`src/source/fu_layout_pkg.sv`:
```
// Unit numbering is fixed at twenty units in four categories; the half lists must match the board
package fu_layout_pkg;

    localparam int fu_size      = 20;
    localparam int half_fu_size = 10;
    localparam int fu_cat       = 4;

    // End offsets of each category range in unit numbering
    localparam int alu_offset  = 8;
    localparam int ls_offset   = 12;
    localparam int mult_offset = 16;
    localparam int beq_offset  = 20;

    // Category bit positions, lowest priority first
    localparam int cat_alu  = 0;
    localparam int cat_ls   = 1;
    localparam int cat_mult = 2;
    localparam int cat_beq  = 3;

    typedef logic [fu_size-1:0] fu_vec_t;
    typedef logic [4:0]         fu_num_t;
    typedef logic [fu_cat-1:0]  cat_vec_t;

    // Units owned by each broadcast port, in selection-bit order
    localparam fu_num_t half_units [2][half_fu_size] = '{
        '{5'd0, 5'd2, 5'd4, 5'd6, 5'd9, 5'd11, 5'd12, 5'd14, 5'd17, 5'd19},
        '{5'd1, 5'd3, 5'd5, 5'd7, 5'd8, 5'd10, 5'd13, 5'd15, 5'd16, 5'd18}
    };

endpackage
```
`src/source/cdb_select_pkg.sv`:
```
// Selection bit layout per half is fixed: 4 ALU, 2 load/store, 2 multiply, 2 branch
package cdb_select_pkg;

    // Bits 0-3 ALU, 4-5 load/store, 6-7 multiply, 8-9 branch
    typedef logic [fu_layout_pkg::half_fu_size-1:0] half_sel_t;

    // Free-running rotation phase, wraps every four cycles
    typedef logic [1:0] rot_cnt_t;

endpackage

```
`src/source/cdb_select_top.sv`:
```
// Same-cycle selection from result-valid levels; no back-pressure, losers retry next cycle
`timescale 1ns/10ps

module cdb_select_top (
    input  logic                    clock,
    input  logic                    rst,
    input  fu_layout_pkg::fu_vec_t  fu_result_valid,
    output fu_layout_pkg::fu_num_t  fu_num_0,
    output fu_layout_pkg::fu_num_t  fu_num_1,
    output fu_layout_pkg::fu_vec_t  fu_grant,
    output logic                    cdb_valid_0,
    output logic                    cdb_valid_1
);

    import fu_layout_pkg::*;

    cat_vec_t cat_select_0;
    cat_vec_t cat_select_1;

    fu_selector_2 selector_i (
        .clock           (clock),
        .rst             (rst),
        .fu_result_valid (fu_result_valid),
        .fu_num_0        (fu_num_0),
        .fu_num_1        (fu_num_1),
        .cat_select_0    (cat_select_0),
        .cat_select_1    (cat_select_1)
    );

    result_grant_decoder decoder_i (
        .fu_num_0     (fu_num_0),
        .fu_num_1     (fu_num_1),
        .cat_select_0 (cat_select_0),
        .cat_select_1 (cat_select_1),
        .fu_grant     (fu_grant),
        .cdb_valid_0  (cdb_valid_0),
        .cdb_valid_1  (cdb_valid_1)
    );

endmodule

```
`src/source/result_grant_decoder.sv`:
```
// Combinational only; relies on the two halves being disjoint so grants never overlap
`timescale 1ns/10ps

module result_grant_decoder (
    input  fu_layout_pkg::fu_num_t  fu_num_0,
    input  fu_layout_pkg::fu_num_t  fu_num_1,
    input  fu_layout_pkg::cat_vec_t cat_select_0,
    input  fu_layout_pkg::cat_vec_t cat_select_1,
    output fu_layout_pkg::fu_vec_t  fu_grant,
    output logic                    cdb_valid_0,
    output logic                    cdb_valid_1
);

    import fu_layout_pkg::*;

    // A port broadcasts whenever some category won
    assign cdb_valid_0 = |cat_select_0;
    assign cdb_valid_1 = |cat_select_1;

    always_comb begin
        for (int u = 0; u < fu_size; u++) begin
            fu_grant[u] = (cdb_valid_0 && (fu_num_0 == fu_num_t'(u))) ||
                          (cdb_valid_1 && (fu_num_1 == fu_num_t'(u)));
        end
    end

endmodule

```
`src/source/fu_selector_2.sv`:
```
// Half split is fixed; with no request a port reports its first unit, so qualify with cat_select
`timescale 1ns/10ps

module fu_selector_2 (
    input  logic                     clock,
    input  logic                     rst,
    input  fu_layout_pkg::fu_vec_t   fu_result_valid,
    output fu_layout_pkg::fu_num_t   fu_num_0,
    output fu_layout_pkg::fu_num_t   fu_num_1,
    output fu_layout_pkg::cat_vec_t  cat_select_0,
    output fu_layout_pkg::cat_vec_t  cat_select_1
);

    import fu_layout_pkg::*;
    import cdb_select_pkg::*;

    // Per-half views, index 0 feeds port 0 and index 1 feeds port 1
    half_sel_t half_req   [2];
    half_sel_t half_sel   [2];
    cat_vec_t  cat_valid  [2];
    cat_vec_t  cat_sel    [2];
    fu_num_t   half_num   [2];
    rot_cnt_t  cnt;

    // Rotation phase shared by all pickers
    always_ff @(posedge clock) begin
        if (rst) begin
            cnt <= '0;
        end else begin
            cnt <= cnt + rot_cnt_t'(1);
        end
    end

    for (genvar h = 0; h < 2; h++) begin : g_half

        // Gather this half's requests in selection-bit order
        always_comb begin
            for (int i = 0; i < half_fu_size; i++) begin
                half_req[h][i] = fu_result_valid[half_units[h][i]];
            end
        end

        always_comb begin
            cat_valid[h]           = '0;
            cat_valid[h][cat_alu]  = |half_req[h][alu_offset/2-1:0];
            cat_valid[h][cat_ls]   = |half_req[h][ls_offset/2-1:alu_offset/2];
            cat_valid[h][cat_mult] = |half_req[h][mult_offset/2-1:ls_offset/2];
            cat_valid[h][cat_beq]  = |half_req[h][beq_offset/2-1:mult_offset/2];
        end

        priority_fixed4 cat_pick (
            .req (cat_valid[h]),
            .gnt (cat_sel[h])
        );

        priority_rotate4 alu_pick (
            .cnt (cnt),
            .req (half_req[h][alu_offset/2-1:0]),
            .en  (cat_sel[h][cat_alu]),
            .gnt (half_sel[h][alu_offset/2-1:0])
        );

        priority_rotate2 ls_pick (
            .cnt (cnt[0]),
            .req (half_req[h][ls_offset/2-1:alu_offset/2]),
            .en  (cat_sel[h][cat_ls]),
            .gnt (half_sel[h][ls_offset/2-1:alu_offset/2])
        );

        priority_rotate2 mult_pick (
            .cnt (cnt[0]),
            .req (half_req[h][mult_offset/2-1:ls_offset/2]),
            .en  (cat_sel[h][cat_mult]),
            .gnt (half_sel[h][mult_offset/2-1:ls_offset/2])
        );

        priority_rotate2 beq_pick (
            .cnt (cnt[0]),
            .req (half_req[h][beq_offset/2-1:mult_offset/2]),
            .en  (cat_sel[h][cat_beq]),
            .gnt (half_sel[h][beq_offset/2-1:mult_offset/2])
        );

        // One-hot to unit number, empty selection falls back to entry 0
        always_comb begin
            half_num[h] = half_units[h][0];
            for (int i = 1; i < half_fu_size; i++) begin
                if (half_sel[h][i]) begin
                    half_num[h] = half_units[h][i];
                end
            end
        end

    end

    assign fu_num_0     = half_num[0];
    assign fu_num_1     = half_num[1];
    assign cat_select_0 = cat_sel[0];
    assign cat_select_1 = cat_sel[1];

endmodule

```
`src/source/priority_rotate2.sv`:
```
// Combinational only; grant is zero when disabled or when neither request is set
`timescale 1ns/10ps

module priority_rotate2 (
    input  logic       cnt,
    input  logic [1:0] req,
    input  logic       en,
    output logic [1:0] gnt
);

    always_comb begin
        gnt = '0;
        if (en) begin
            // Preferred side follows cnt, other side takes the slot otherwise
            if (req[cnt]) begin
                gnt[cnt] = 1'b1;
            end else if (req[~cnt]) begin
                gnt[~cnt] = 1'b1;
            end
        end
    end

endmodule

```
`src/source/priority_rotate4.sv`:
```
// Combinational only; fairness depends on cnt stepping every cycle; grant is zero when disabled
`timescale 1ns/10ps

module priority_rotate4 (
    input  cdb_select_pkg::rot_cnt_t cnt,
    input  logic [3:0]               req,
    input  logic                     en,
    output logic [3:0]               gnt
);

    import cdb_select_pkg::*;

    // First request at or after cnt wins with wrap
    always_comb begin
        rot_cnt_t idx;
        gnt = '0;
        idx = cnt;
        if (en) begin
            // Walk backward so the smallest offset from cnt is written last
            for (int i = 3; i >= 0; i--) begin
                idx = cnt + rot_cnt_t'(i);
                if (req[idx]) begin
                    gnt      = '0;
                    gnt[idx] = 1'b1;
                end
            end
        end
    end

endmodule

```
`src/source/priority_fixed4.sv`:
```
// Combinational only; highest category index always wins, so lower ones can starve
`timescale 1ns/10ps

module priority_fixed4 (
    input  fu_layout_pkg::cat_vec_t req,
    output fu_layout_pkg::cat_vec_t gnt
);

    import fu_layout_pkg::*;

    // Branch over multiply over load/store over ALU
    always_comb begin
        gnt = '0;
        if (req[cat_beq]) begin
            gnt[cat_beq] = 1'b1;
        end else if (req[cat_mult]) begin
            gnt[cat_mult] = 1'b1;
        end else if (req[cat_ls]) begin
            gnt[cat_ls] = 1'b1;
        end else if (req[cat_alu]) begin
            gnt[cat_alu] = 1'b1;
        end
    end

endmodule

```
`config.mk`:
```
export PLATFORM = sky130hd
export DESIGN_NAME = cdb_select_top
export DESIGN_NICKNAME = d
export VERILOG_FILES = /design/src/source/fu_layout_pkg.sv /design/src/source/cdb_select_pkg.sv /design/src/source/cdb_select_top.sv /design/src/source/result_grant_decoder.sv /design/src/source/fu_selector_2.sv /design/src/source/priority_rotate2.sv /design/src/source/priority_rotate4.sv /design/src/source/priority_fixed4.sv
export SDC_FILE = /design/constraint.sdc
export NUM_CORES = 1
export LEC_CHECK = 0
export BUFFER_PORTS_ARGS = -buffer_cell sky130_fd_sc_hd__buf_4
export CAP_MARGIN = 5
export CORE_MARGIN = 2
export CORE_UTILIZATION = 50
export CTS_BUF_LIST = sky130_fd_sc_hd__clkbuf_8
export CTS_CLUSTER_SIZE = 25
export DETAILED_ROUTE_END_ITERATION = 10
export PLACE_DENSITY = 0.78
export SLEW_MARGIN = 20
export SYNTH_ARGS = -nofsm -noshare
export SYNTH_HDL_FRONTEND = slang
export SYNTH_HIERARCHICAL = 1
export SYNTH_SLANG_ARGS = --single-unit
```
`constraint.sdc`:
```
create_clock -name clock -period 5.5 [get_ports clock]
set_input_delay 0.55 -clock clock [delete_from_list [all_inputs] [get_ports clock]]
set_output_delay 0.55 -clock clock [all_outputs]
set_load 0.03 [all_outputs]
```
Word-level counts from Yosys, hierarchy flattened
Index checks and enable logic that the tools add are counted.
{"block": "op_classes", "n_addsub": 3, "n_mul": 0, "div": 0, "magnitude_cmp": 12, "n_eq_ne": 38, "n_shift": 0, "n_mux": 112, "bitwise": 1, "n_reduce_logical": 78}
{"operator": "5-bit by 4-bit equality test with 1-bit output (second input constant)", "n": 16}
{"operator": "4-bit 2-to-1 mux", "n": 18}
{"operator": "1-bit 2-to-1 mux", "n": 48}
{"operator": "1-bit logical AND", "n": 46}
{"operator": "2-bit 2-to-1 mux", "n": 22}
{"operator": "5-bit by 3-bit equality test with 1-bit output (second input constant)", "n": 8}
{"operator": "5-bit equality test (second input constant)", "n": 8}
{"operator": "5-bit by 2-bit equality test with 1-bit output (second input constant)", "n": 4}
{"operator": "1-bit logical OR", "n": 20}
{"operator": "5-bit 2-to-1 mux", "n": 4}
{"operator": "3-bit 2-to-1 mux", "n": 6}
{"operator": "1-bit binary-select mux with 2-bit select", "n": 8}
{"operator": "4-bit OR reduction", "n": 4}
{"operator": "2-bit by 3-bit < comparator with 1-bit output (second input constant)", "n": 4}
{"operator": "2-bit OR reduction", "n": 6}
{"operator": "5-bit by 1-bit equality test with 1-bit output (second input constant)", "n": 2}
{"operator": "5-bit logical NOT", "n": 2}
{"operator": "1-bit demux with 2-bit select", "n": 4}
{"operator": "2-bit by 1-bit greater-or-equal comparator with 1-bit output (second input constant)", "n": 4}
{"operator": "2-bit adder (second input constant)", "n": 2}
{"operator": "1-bit by 2-bit < comparator with 1-bit output (second input constant)", "n": 2}
{"operator": "2-bit by 1-bit adder with 2-bit output (second input constant)", "n": 1}
{"operator": "1-bit demux with 1-bit select", "n": 2}
{"operator": "1-bit greater-or-equal comparator (second input constant)", "n": 2}
{"operator": "1-bit NOT", "n": 1}
{"block": "totals", "reg_bits": 2, "latchBits": 0, "ram_bits": 0, "rom_bits": 0, "input_bits": 22, "output_inout_bits": 32, "wordCells": 245, "n_memories": 0}

Depth between registers and ports, before layout
Gate-level depths: netlist of the first run.
{"block": "depth", "word_depth": 22, "mapped_depth": 13, "ltp_nobuf": 11}

Modules after synthesis
Netlist of the first run, hierarchy kept.
{"mod": "priority_rotate4", "n_inst": 2, "cells_each": 66, "area_each_um2": 499.2, "seq_area_each_um2": 0.0}
{"mod": "result_grant_decoder", "n_inst": 1, "cells_each": 48, "area_each_um2": 379.1, "seq_area_each_um2": 0.0}
{"mod": "fu_selector_2", "n_inst": 1, "cells_each": 41, "area_each_um2": 249.0, "seq_area_each_um2": 40.0}
{"mod": "priority_rotate2", "n_inst": 6, "cells_each": 5, "area_each_um2": 21.3, "seq_area_each_um2": 0.0}
{"mod": "priority_fixed4", "n_inst": 2, "cells_each": 4, "area_each_um2": 38.8, "seq_area_each_um2": 0.0}

Least setup slack after synthesis of the first run
OpenSTA, ideal clock, no wires.
{"block": "synth_path", "kind": "reg-to-output", "from": "register selector_i.cnt[0]", "to": "output fu_grant[19]", "arrival_time_ps": 4528, "required_ps": 4950, "path_slack_ps": 422, "path_stages_with_launch": 13, "path_buffers": 2, "path_cell_list": "dfxtp_1 > buf_6 > inv_1 > ha_1 > buf_1 > mux4_2 > a2111oi_2 > o21ai_1 > nor2_1 > a221oi_1 > o31ai_1 > nand2_1 > o22ai_1"}
{"element": "start: declaration", "line_no": "fu_selector_2.sv:23", "text": "rot_cnt_t cnt;"}
{"element": "start signal: assignment", "line_no": "fu_selector_2.sv:30", "text": "cnt <= cnt + rot_cnt_t'(1);"}
{"element": "end: declaration", "line_no": "cdb_select_top.sv:10", "text": "output fu_layout_pkg::fu_vec_t fu_grant,"}

==> impl_metrics.py, run 1 <==
metrics = {
    "status": {
        "status": "finished, final reports clean",
    },
    "pwr": {
        "power.share.clock": 0.187,
        "power-per-cell-area_mw_per_mm2": 144,
        "power.combinational.fraction": 0.742,
        "ir_worst_vdd_uv": 178,
        "power_leakage_nw": 0.888,
        "sw_frac_of_total": 0.490,
        "report.power.total_w": 0.000302,
        "power_switching_w": 0.000148,
        "power.sequential.fraction": 0.071,
        "internal_power_w": 0.000154,
    },
    "routing": {
        "dr.pass1.iters": 4,
        "routed_wire_length_per_instance_um": 12.5,
        "via_count": 1904,
        "route.final.wire_length_mm": 4.09,
        "postRouteAntennaNets": 0,
        "viasPerCell": 5.80,
        "detailedRoute.firstIterationViolations": 232,
        "remaining_design_rule_violation_count": 0,
    },
    "global_route": {
        "globalRouteOverflowTotal": 0,
        "grt_max_degree": 42,
        "grt_util_all_layers": 0.204,
        "number_of_antenna_violations_at_the_first_check_in_global_routing": 0,
        "grt_pass1_vias": 1650,
        "grt_first_pass_wirelength_mm": 6.89,
    },
    "yosys": {
        "post_synthesis_cell_area_mm2": 0.00169,
        "ys.warnings.count": 6,
        "synthesized_instance_count": 237,
        "synth_area_per_cell_um2": 7.14,
        "synthesis.nets": 273,
    },
    "floorplanning": {
        "boundaryPins": 54,
        "design.core.area_mm2": 0.00328,
        "dieHeight_um": 62.2,
        "fp.dieArea_mm2": 0.00386,
        "floorplan.die.width_um": 62.2,
        "initial_core_util": 0.515,
        "fp-row-count": 21,
    },
    "placed_design": {
        "dpl.cell_count": 325,
        "dp_hpwl_mm": 3.25,
        "placed_area_mm2": 0.00206,
        "gpl.final_weighted_congestion": 0.879,
        "buffer_ports.inserted": 53,
    },
    "sta": {
        "hold_violations": 0,
        "achievable-frequency_mhz": 226,
        "finalSetupTns_ns": 0,
        "worst_slew_margin_rel": 0.476,
        "setup_repair_after_global_routing_missed_its_margin": "false",
        "fin_worst_skew_ns": 0.000519,
        "tightest_slew_ns": 0.785,
        "finalCriticalPeriod_ns": 4.43,
        "min_period_over_period": 0.806,
        "final_max_tran_viols": 0,
        "setup-violations-final": 0,
    },
    "layout": {
        "fin_cells": 328,
        "reg_top3": "selector_i/cnt: 2 flops",
        "final_design_area_no_fill_mm2": 0.00210,
        "layout.cells.most_common": "sky130_fd_sc_hd__buf_4",
        "layout-area-overhead-vs-synth_pct": 24.0,
        "largest_reg_flops": 2,
        "layout-drive-gt1-share": 0.348,
        "antenna_cells": 0,
        "most_frequent_cells_in_the_layout": "sky130_fd_sc_hd__buf_4, sky130_fd_sc_hd__nand2_1, sky130_fd_sc_hd__o22ai_1",
        "top_register": "selector_i/cnt",
        "finish.net_count": 320,
    },
    "run": {
        "max_cap_viols": 0,
    },
    "cts": {
        "source_to_sink_clock_delay_at_the_later_pin_of_the_worst_skew_pair_ns": 0.21,
        "cts_setup_buffers": 0,
        "post_cts_resize_count": 0,
        "clockRootBuffer": "sky130_fd_sc_hd__clkbuf_8",
        "cts-buffers-inserted": 3,
        "cts_tree": "yes",
        "cts.hold.buffers_added": 0,
        "cts_num_sinks": 2,
        "cts.clk_slew.worst_paths_ns": 0.03,
        "ctsHtreeMaxLevel": 1,
        "clockBufferDepth": 2,
    },
    "critical_path": {
        "worstPathRequired_ns": 4.95,
        "crit_path_start_kind": "flip-flop",
        "path_cells": "inv_1 > ha_1 > mux4_2 > a2111oi_1 > o21ai_1 > nor2_1 > a221oi_1 > o31ai_1 > nand2b_1 > o22ai_1 > buf_4",
        "path_class": "flip-flop to primary output",
        "library_cell_contributing_the_largest_single_delay_on_the_critical_path": "sky130_fd_sc_hd__dfxtp_1",
        "worst_path_largest_cell_delay_ns": 0.82,
        "crit_arrival_ns": 3.88,
        "regToRegSetupSlack_ns": 4.32,
        "critical-path-top-delay-family": "compound AO/OA/AOI/OAI gates",
        "setup.worst_path.end_class": "primary output",
        "critical_path.max_fanout": 19,
        "path_buf_inv": 2,
    },
    "worst_hold_path": {
        "worst_hold_path_type": "flip-flop to flip-flop",
    },
}
-- power by group through the flow --
stage                     Sequential [W]  Clock [W]  Combinational, W
after detailed placement       0.0000216          0          0.000221
after global routing           0.0000222  0.0000612          0.000243
final                          0.0000215  0.0000565          0.000224
after global placement         0.0000215          0          0.000219
after floorplan                0.0000221          0          0.000166
after CTS                      0.0000215  0.0000588          0.000222
-- worst paths after layout --
check | cells past startpoint | end | start
worst max-delay path | 11 | fu_grant[14] | selector_i/cnt[1]
worst min-delay path | 1 | selector_i/cnt[0] | selector_i/cnt[0]
worst max register to register | 2 | selector_i/cnt[1] | selector_i/cnt[1]
worst min register to register | 1 | selector_i/cnt[0] | selector_i/cnt[0]
-- cell type report --
class	count	area, µm²
multi-input cells	200	1470
fillers	292	1190
repair buffers	54	405
inverters	23	86.3
well taps	46	57.6
clock buffers	3	41.3
flip-flops and latches	2	40.0
-- routing by layer --
metal,track usage,share of wire
met1,0.274,0.46
met2,0.341,0.46
met3,0.0326,0.075
met4,0.0500,0.0059
met5,0,0
-- stage by stage --
stage                      util  worst slack (ns)  hold WS [ns]
after detailed placement  0.626              1.37         0.402
after CTS                 0.639              1.13         0.406
after global placement    0.626              1.41         0.398
final                     0.639              1.07         0.403
after floorplan               -             0.535         0.617
after global routing      0.639             0.745         0.415
(Power assumes the default switching activity.)
==> run 2, diff against run 1 <==
--- a/config.mk
+++ b/config.mk
@@ -5,6 +5,7 @@
 export SDC_FILE = /design/constraint.sdc
 export NUM_CORES = 1
 export LEC_CHECK = 0
+export ABC_AREA = 1
 export BUFFER_PORTS_ARGS = -buffer_cell sky130_fd_sc_hd__buf_4
 export CAP_MARGIN = 5
 export CORE_MARGIN = 2
@@ -12,7 +13,7 @@
 export CTS_BUF_LIST = sky130_fd_sc_hd__clkbuf_8
 export CTS_CLUSTER_SIZE = 25
 export DETAILED_ROUTE_END_ITERATION = 10
-export PLACE_DENSITY = 0.78
+export PLACE_DENSITY = 0.77
 export SLEW_MARGIN = 20
 export SYNTH_ARGS = -nofsm -noshare
 export SYNTH_HDL_FRONTEND = slang
==> constraint.sdc (replaced) <==
create_clock -name clock -period 4.6 [get_ports clock]
set_input_delay 0.46 -clock clock [delete_from_list [all_inputs] [get_ports clock]]
set_output_delay 0.46 -clock clock [all_outputs]
set_load 0.03 [all_outputs]
==> impl_metrics.py, run 2 <==
metrics = {
    "sta": {
        "final_critical_path_setup_slack_ns": 0.823,
        "worst_slew_margin_rel": 0.575,
        "min_period_over_period": 0.821,
        "hold_violations": 0,
        "tightest_slew_ns": 0.636,
        "finalSetupTns_ns": 0,
        "setup-violations-final": 0,
        "setup_repair_after_global_routing_missed_its_margin": "false",
        "finalCriticalPeriod_ns": 3.78,
        "achievable-frequency_mhz": 265,
        "final_max_tran_viols": 0,
        "fin_worst_skew_ns": 0.00423,
    },
    "routing": {
        "detailedRoute.firstIterationViolations": 217,
        "dr.pass1.iters": 4,
        "route.final.wire_length_mm": 4.64,
        "via_count": 2176,
        "routed_wire_length_per_instance_um": 10.5,
        "remaining_design_rule_violation_count": 0,
        "postRouteAntennaNets": 0,
        "viasPerCell": 4.93,
    },
    "layout": {
        "layout-drive-gt1-share": 0.241,
        "reg_top3": "selector_i/cnt: 2 flops",
        "layout.cells.most_common": "sky130_fd_sc_hd__nand2_1",
        "layout.area.seq_um2": 40.0,
        "antenna_cells": 0,
        "most_frequent_cells_in_the_layout": "sky130_fd_sc_hd__nand2_1, sky130_fd_sc_hd__nand3_1, sky130_fd_sc_hd__inv_1",
        "largest_reg_flops": 2,
        "layout-area-overhead-vs-synth_pct": 24.4,
        "multi_input_area_mm2": 0.00143,
        "final.fill_count": 361,
        "top_register": "selector_i/cnt",
        "finish.net_count": 433,
    },
    "pwr": {
        "sw_frac_of_total": 0.542,
        "power_leakage_nw": 1.29,
        "power.combinational.fraction": 0.742,
        "ir_worst_vdd_uv": 189,
        "power.share.clock": 0.187,
        "power-per-cell-area_mw_per_mm2": 166,
        "internal_power_w": 0.000167,
        "power_switching_w": 0.000198,
        "power.sequential.fraction": 0.071,
    },
    "critical_path": {
        "setup.worst_path.end_class": "primary output",
        "crit_path_start_kind": "flip-flop",
        "crit_arrival_ns": 3.32,
        "critical_path.max_fanout": 15,
        "path_class": "flip-flop to primary output",
        "worstPathRequired_ns": 4.14,
    },
    "cts": {
        "ctsHtreeMaxLevel": 1,
        "source_to_sink_clock_delay_at_the_later_pin_of_the_worst_skew_pair_ns": 0.21,
        "cts_tree": "yes",
        "cts-buffers-inserted": 3,
        "cts.hold.buffers_added": 0,
        "cts_setup_buffers": 0,
        "cts_num_sinks": 2,
        "clockRootBuffer": "sky130_fd_sc_hd__clkbuf_8",
        "post_cts_resize_count": 0,
        "cts.clk_slew.worst_paths_ns": 0.03,
        "clockBufferDepth": 2,
    },
    "placed_design": {
        "dp_worst_setup_slack_ns": 1.04,
        "gpl.final_weighted_congestion": 0.877,
        "dp_hpwl_mm": 3.87,
        "buffer_ports.inserted": 53,
    },
    "global_route": {
        "grt_max_degree": 22,
        "grt_util_all_layers": 0.234,
        "globalRouteOverflowTotal": 0,
        "number_of_antenna_violations_at_the_first_check_in_global_routing": 0,
        "grt_first_pass_wirelength_mm": 8.05,
        "grt_pass1_vias": 1937,
    },
    "yosys": {
        "post_synthesis_cell_area_mm2": 0.00177,
        "synthesized_instance_count": 345,
        "synth_area_per_cell_um2": 5.14,
        "synthesis.nets": 381,
        "ys.warnings.count": 6,
    },
    "floorplanning": {
        "dieHeight_um": 63.5,
        "initial_core_util": 0.527,
        "fp-row-count": 21,
        "boundaryPins": 54,
        "fp.dieArea_mm2": 0.00404,
        "floorplan.die.width_um": 63.5,
        "design.core.area_mm2": 0.00336,
    },
    "run": {
        "max_cap_viols": 0,
    },
    "status": {
        "status": "finished, final reports clean",
    },
    "worst_hold_path": {
        "worst_hold_path_type": "primary input to flip-flop",
    },
}
-- run 2: path summary, 6_finish.rpt --
check	from	end	slack (ns)	depth (start not counted)
hold / removal	rst	selector_i/cnt[0]	0.42	2
setup / recovery	selector_i/cnt[1]	fu_grant[4]	0.82	23
setup reg to reg	selector_i/cnt[0]	selector_i/cnt[1]	3.32	3
hold reg to reg	selector_i/cnt[1]	selector_i/cnt[1]	0.78	2
-- run 2: power groups by stage --
stage	sequential (W)	combinational (W)	clock, W
final	0.0000260	0.000271	0.0000686
after global routing	0.0000272	0.000304	0.0000723
after CTS	0.0000261	0.000271	0.0000695
after detailed placement	0.0000262	0.000270	0
after global placement	0.0000260	0.000268	0
after floorplan	0.0000267	0.000197	0
-- run 2: critical path, stage by stage, from the launching register on --
cell,delay [ns]
sky130_fd_sc_hd__dfxtp_1,0.64
sky130_fd_sc_hd__inv_1,0.23
sky130_fd_sc_hd__ha_1,0.38
sky130_fd_sc_hd__inv_1,0.08
sky130_fd_sc_hd__nand3_1,0.13
sky130_fd_sc_hd__nand3_1,0.09
sky130_fd_sc_hd__nand2_1,0.07
sky130_fd_sc_hd__nand3_1,0.08
sky130_fd_sc_hd__a21oi_2,0.12
sky130_fd_sc_hd__inv_1,0.06
sky130_fd_sc_hd__nand2_1,0.05
sky130_fd_sc_hd__nand2_1,0.04
sky130_fd_sc_hd__nand2_1,0.05
sky130_fd_sc_hd__nand2_1,0.04
sky130_fd_sc_hd__nand2_1,0.05
sky130_fd_sc_hd__nand2_1,0.05
sky130_fd_sc_hd__nand2_1,0.05
sky130_fd_sc_hd__nand2_1,0.09
sky130_fd_sc_hd__inv_1,0.08
sky130_fd_sc_hd__nand2_1,0.06
sky130_fd_sc_hd__nor2_1,0.24
sky130_fd_sc_hd__nand3_1,0.15
sky130_fd_sc_hd__nand2_1,0.10
sky130_fd_sc_hd__buf_4,0.16
-- run 2: area by class of cell --
cell class,count,area share
multi-input combinational,275,0.647
timing repair buffer,54,0.184
inverter,61,0.106
tap,46,0.0261
clock buffer,3,0.0187
sequential,2,0.0182
-- run 2: metrics by stage --
stage               power (W)  hold slack, ns  std cells  area, µm²   util
global route         0.000403           0.422        441       2210  0.656
detailed placement   0.000296           0.623        438       2160  0.644
CTS                  0.000367           0.413        441       2210  0.656
finish               0.000366           0.418        441       2210  0.656
floorplan            0.000224           0.527        345       1770      -
global placement     0.000294           0.623        438       2160  0.644
-- run 2: layer usage --
layer,global-route usage,share of wire,vias up
li1,-,-,1190
met4,0.0217,0,0
met5,0,0,-
met3,0.00714,0.040,0
met1,0.277,0.43,925
met2,0.475,0.53,61
==> run 3, diff against run 2 <==
==> constraint.sdc (replaced) <==
create_clock -name clock -period 3.8 [get_ports clock]
set_input_delay 0.38 -clock clock [delete_from_list [all_inputs] [get_ports clock]]
set_output_delay 0.38 -clock clock [all_outputs]
set_load 0.03 [all_outputs]
==> impl_metrics.py, run 3 (synthesis gave the netlist of run 2 again) <==
metrics = {
    "status": {
        "status": "finished, final reports clean",
    },
    "routing": {
        "routed_wire_length_per_instance_um": 10.2,
        "route.final.wire_length_mm": 4.50,
        "remaining_design_rule_violation_count": 0,
        "viasPerCell": 4.98,
        "postRouteAntennaNets": 0,
        "dr.pass1.iters": 4,
        "detailedRoute.firstIterationViolations": 149,
        "via_count": 2201,
    },
    "worst_hold_path": {
        "worst_hold_path_type": "primary input to flip-flop",
        "timing.hold.worst_endpoint": "selector_i/cnt[1]",
        "worstHoldPathCells": 2,
        "hp-start": "rst",
    },
    "global_route": {
        "globalRouteOverflowTotal": 0,
        "grt_pass1_vias": 1903,
        "grt_util_all_layers": 0.227,
        "grt_first_pass_wirelength_mm": 7.62,
        "grt_max_degree": 28,
        "number_of_antenna_violations_at_the_first_check_in_global_routing": 0,
    },
    "floorplanning": {
        "dieHeight_um": 63.5,
        "floorplan.die.width_um": 63.5,
        "boundaryPins": 54,
        "initial_core_util": 0.527,
        "fp.dieArea_mm2": 0.00404,
        "fp-row-count": 21,
        "design.core.area_mm2": 0.00336,
    },
    "critical_path": {
        "crit_path_start_kind": "flip-flop",
        "critical_path.max_fanout": 8,
        "r2r_start": "selector_i/cnt[0]",
        "critPathLaunch": "selector_i/cnt[1]",
        "path_buf_inv": 6,
        "crit_arrival_ns": 2.97,
        "worst_reg_to_reg_cells": 3,
        "library_cell_contributing_the_largest_single_delay_on_the_critical_path": "sky130_fd_sc_hd__dfxtp_2",
        "regToRegSetupSlack_ns": 2.77,
        "worst_r2r_endpoint": "selector_i/cnt[1]",
        "worst_path_largest_cell_delay_ns": 0.41,
        "critical-path-top-delay-family": "simple AND/OR/NAND/NOR gates",
        "path_class": "flip-flop to primary output",
        "path_cells": "inv_1 > ha_1 > inv_1 > nand3_2 > nand2_2 > o21ai_1 > inv_1 > a21oi_2 > inv_1 > nand2_1 > nand2_1 > nand2_1 > nand2_1 > nand2_1 > nand2_1 > nand2_1 > nand2_1 > inv_1 > nand2_1 > nor2_1 > nand3_1 > nand2_1 > buf_4",
        "cp_common_cell": "sky130_fd_sc_hd__nand2_1",
        "worstPathRequired_ns": 3.42,
        "setup.worst_path.end_class": "primary output",
    },
    "sta": {
        "hold_violations": 0,
        "final_critical_path_setup_slack_ns": 0.446,
        "finalCriticalPeriod_ns": 3.35,
        "setup-violations-final": 0,
        "worst_slew_margin_rel": 0.564,
        "final_max_tran_viols": 0,
        "finalSetupTns_ns": 0,
        "min_period_over_period": 0.883,
        "achievable-frequency_mhz": 298,
        "tightest_slew_ns": 0.650,
        "setup_repair_after_global_routing_missed_its_margin": "false",
        "fin_worst_skew_ns": 0.000310,
    },
    "cts": {
        "clockBufferDepth": 2,
        "cts_num_sinks": 2,
        "ctsHtreeMaxLevel": 1,
        "cts.hold.buffers_added": 0,
        "post_cts_resize_count": 0,
        "cts_tree": "yes",
        "cts_setup_buffers": 0,
        "cts-buffers-inserted": 3,
        "clockRootBuffer": "sky130_fd_sc_hd__clkbuf_8",
        "cts.clk_slew.worst_paths_ns": 0.03,
        "source_to_sink_clock_delay_at_the_later_pin_of_the_worst_skew_pair_ns": 0.21,
    },
    "layout": {
        "reg_top3": "selector_i/cnt: 2 flops",
        "final_design_area_no_fill_mm2": 0.00222,
        "finish.net_count": 434,
        "largest_reg_flops": 2,
        "final.fill_count": 365,
        "antenna_cells": 0,
        "top_register": "selector_i/cnt",
        "layout.cells.most_common": "sky130_fd_sc_hd__nand2_1",
        "layout-drive-gt1-share": 0.247,
        "layout-area-overhead-vs-synth_pct": 25.3,
        "multi_input_area_mm2": 0.00143,
        "fin_cells": 442,
        "most_frequent_cells_in_the_layout": "sky130_fd_sc_hd__nand2_1, sky130_fd_sc_hd__nand3_1, sky130_fd_sc_hd__inv_1, sky130_fd_sc_hd__buf_4, sky130_fd_sc_hd__nor2_1",
        "layout.area.seq_um2": 41.3,
    },
    "placed_design": {
        "buffer_ports.inserted": 53,
        "dpl.cell_count": 439,
        "dp_worst_setup_slack_ns": 0.552,
        "dp_hpwl_mm": 3.73,
        "placed_area_mm2": 0.00218,
        "gpl.final_weighted_congestion": 0.884,
    },
    "pwr": {
        "ir_worst_vdd_uv": 213,
        "power_leakage_nw": 1.29,
        "power-per-cell-area_mw_per_mm2": 201,
    },
    "run": {
        "max_cap_viols": 0,
    },
}
run 3: cell count changes in the layout (fill, tap and decap cells not counted):
cell | before | now
sky130_fd_sc_hd__buf_4 | 54 | 55
sky130_fd_sc_hd__dfxtp_2 | 0 | 1
sky130_fd_sc_hd__a311oi_2 | 0 | 1
sky130_fd_sc_hd__a311oi_1 | 1 | 0
sky130_fd_sc_hd__dfxtp_1 | 2 | 1
run 3: worst max-delay path by stage:
stage	cells after the start	endpoint
floorplan	14	fu_grant[4]
global placement	23	fu_grant[1]
detailed placement	23	fu_grant[1]
CTS	23	fu_grant[1]
global route	23	fu_grant[1]
finish	23	fu_grant[1]
run 3: layout make-up:
| class | instances | share of cell area |
|---|---|---|
| multi-input cells | 275 | 0.646 |
| inverters | 61 | 0.105 |
| well taps | 46 | 0.0259 |
| flip-flops and latches | 2 | 0.0186 |
| clock buffers | 3 | 0.0186 |
| repair buffers | 55 | 0.186 |
run 3: metal layers:
layer  vias up  wire length (µm)  share of wire  GRT usage
met4         0                57          0.013     0.0625
met3         8               194          0.043     0.0143
met5         -                 0              0          0
li1       1197                 -              -          -
met1       933              2110           0.47      0.278
met2        63              2130           0.47      0.421
run 3: stage by stage:
step           total power [W]  hold WS (ns)  utilization
4_1_cts               0.000447         0.325        0.660
3_5_place_dp          0.000359         0.467        0.648
3_3_place_gp          0.000358         0.459        0.648
5_1_grt               0.000490         0.322        0.660
2_1_floorplan         0.000272         0.447            -
6_report              0.000446         0.326        0.660
run 3: power by group:
group / internal [W] / switching, W
Clock: 0.0000671 / 0.0000180
Sequential: 0.0000235 / 0.00000387
Combinational: 0.000114 / 0.000219
Total: 0.000205 / 0.000241
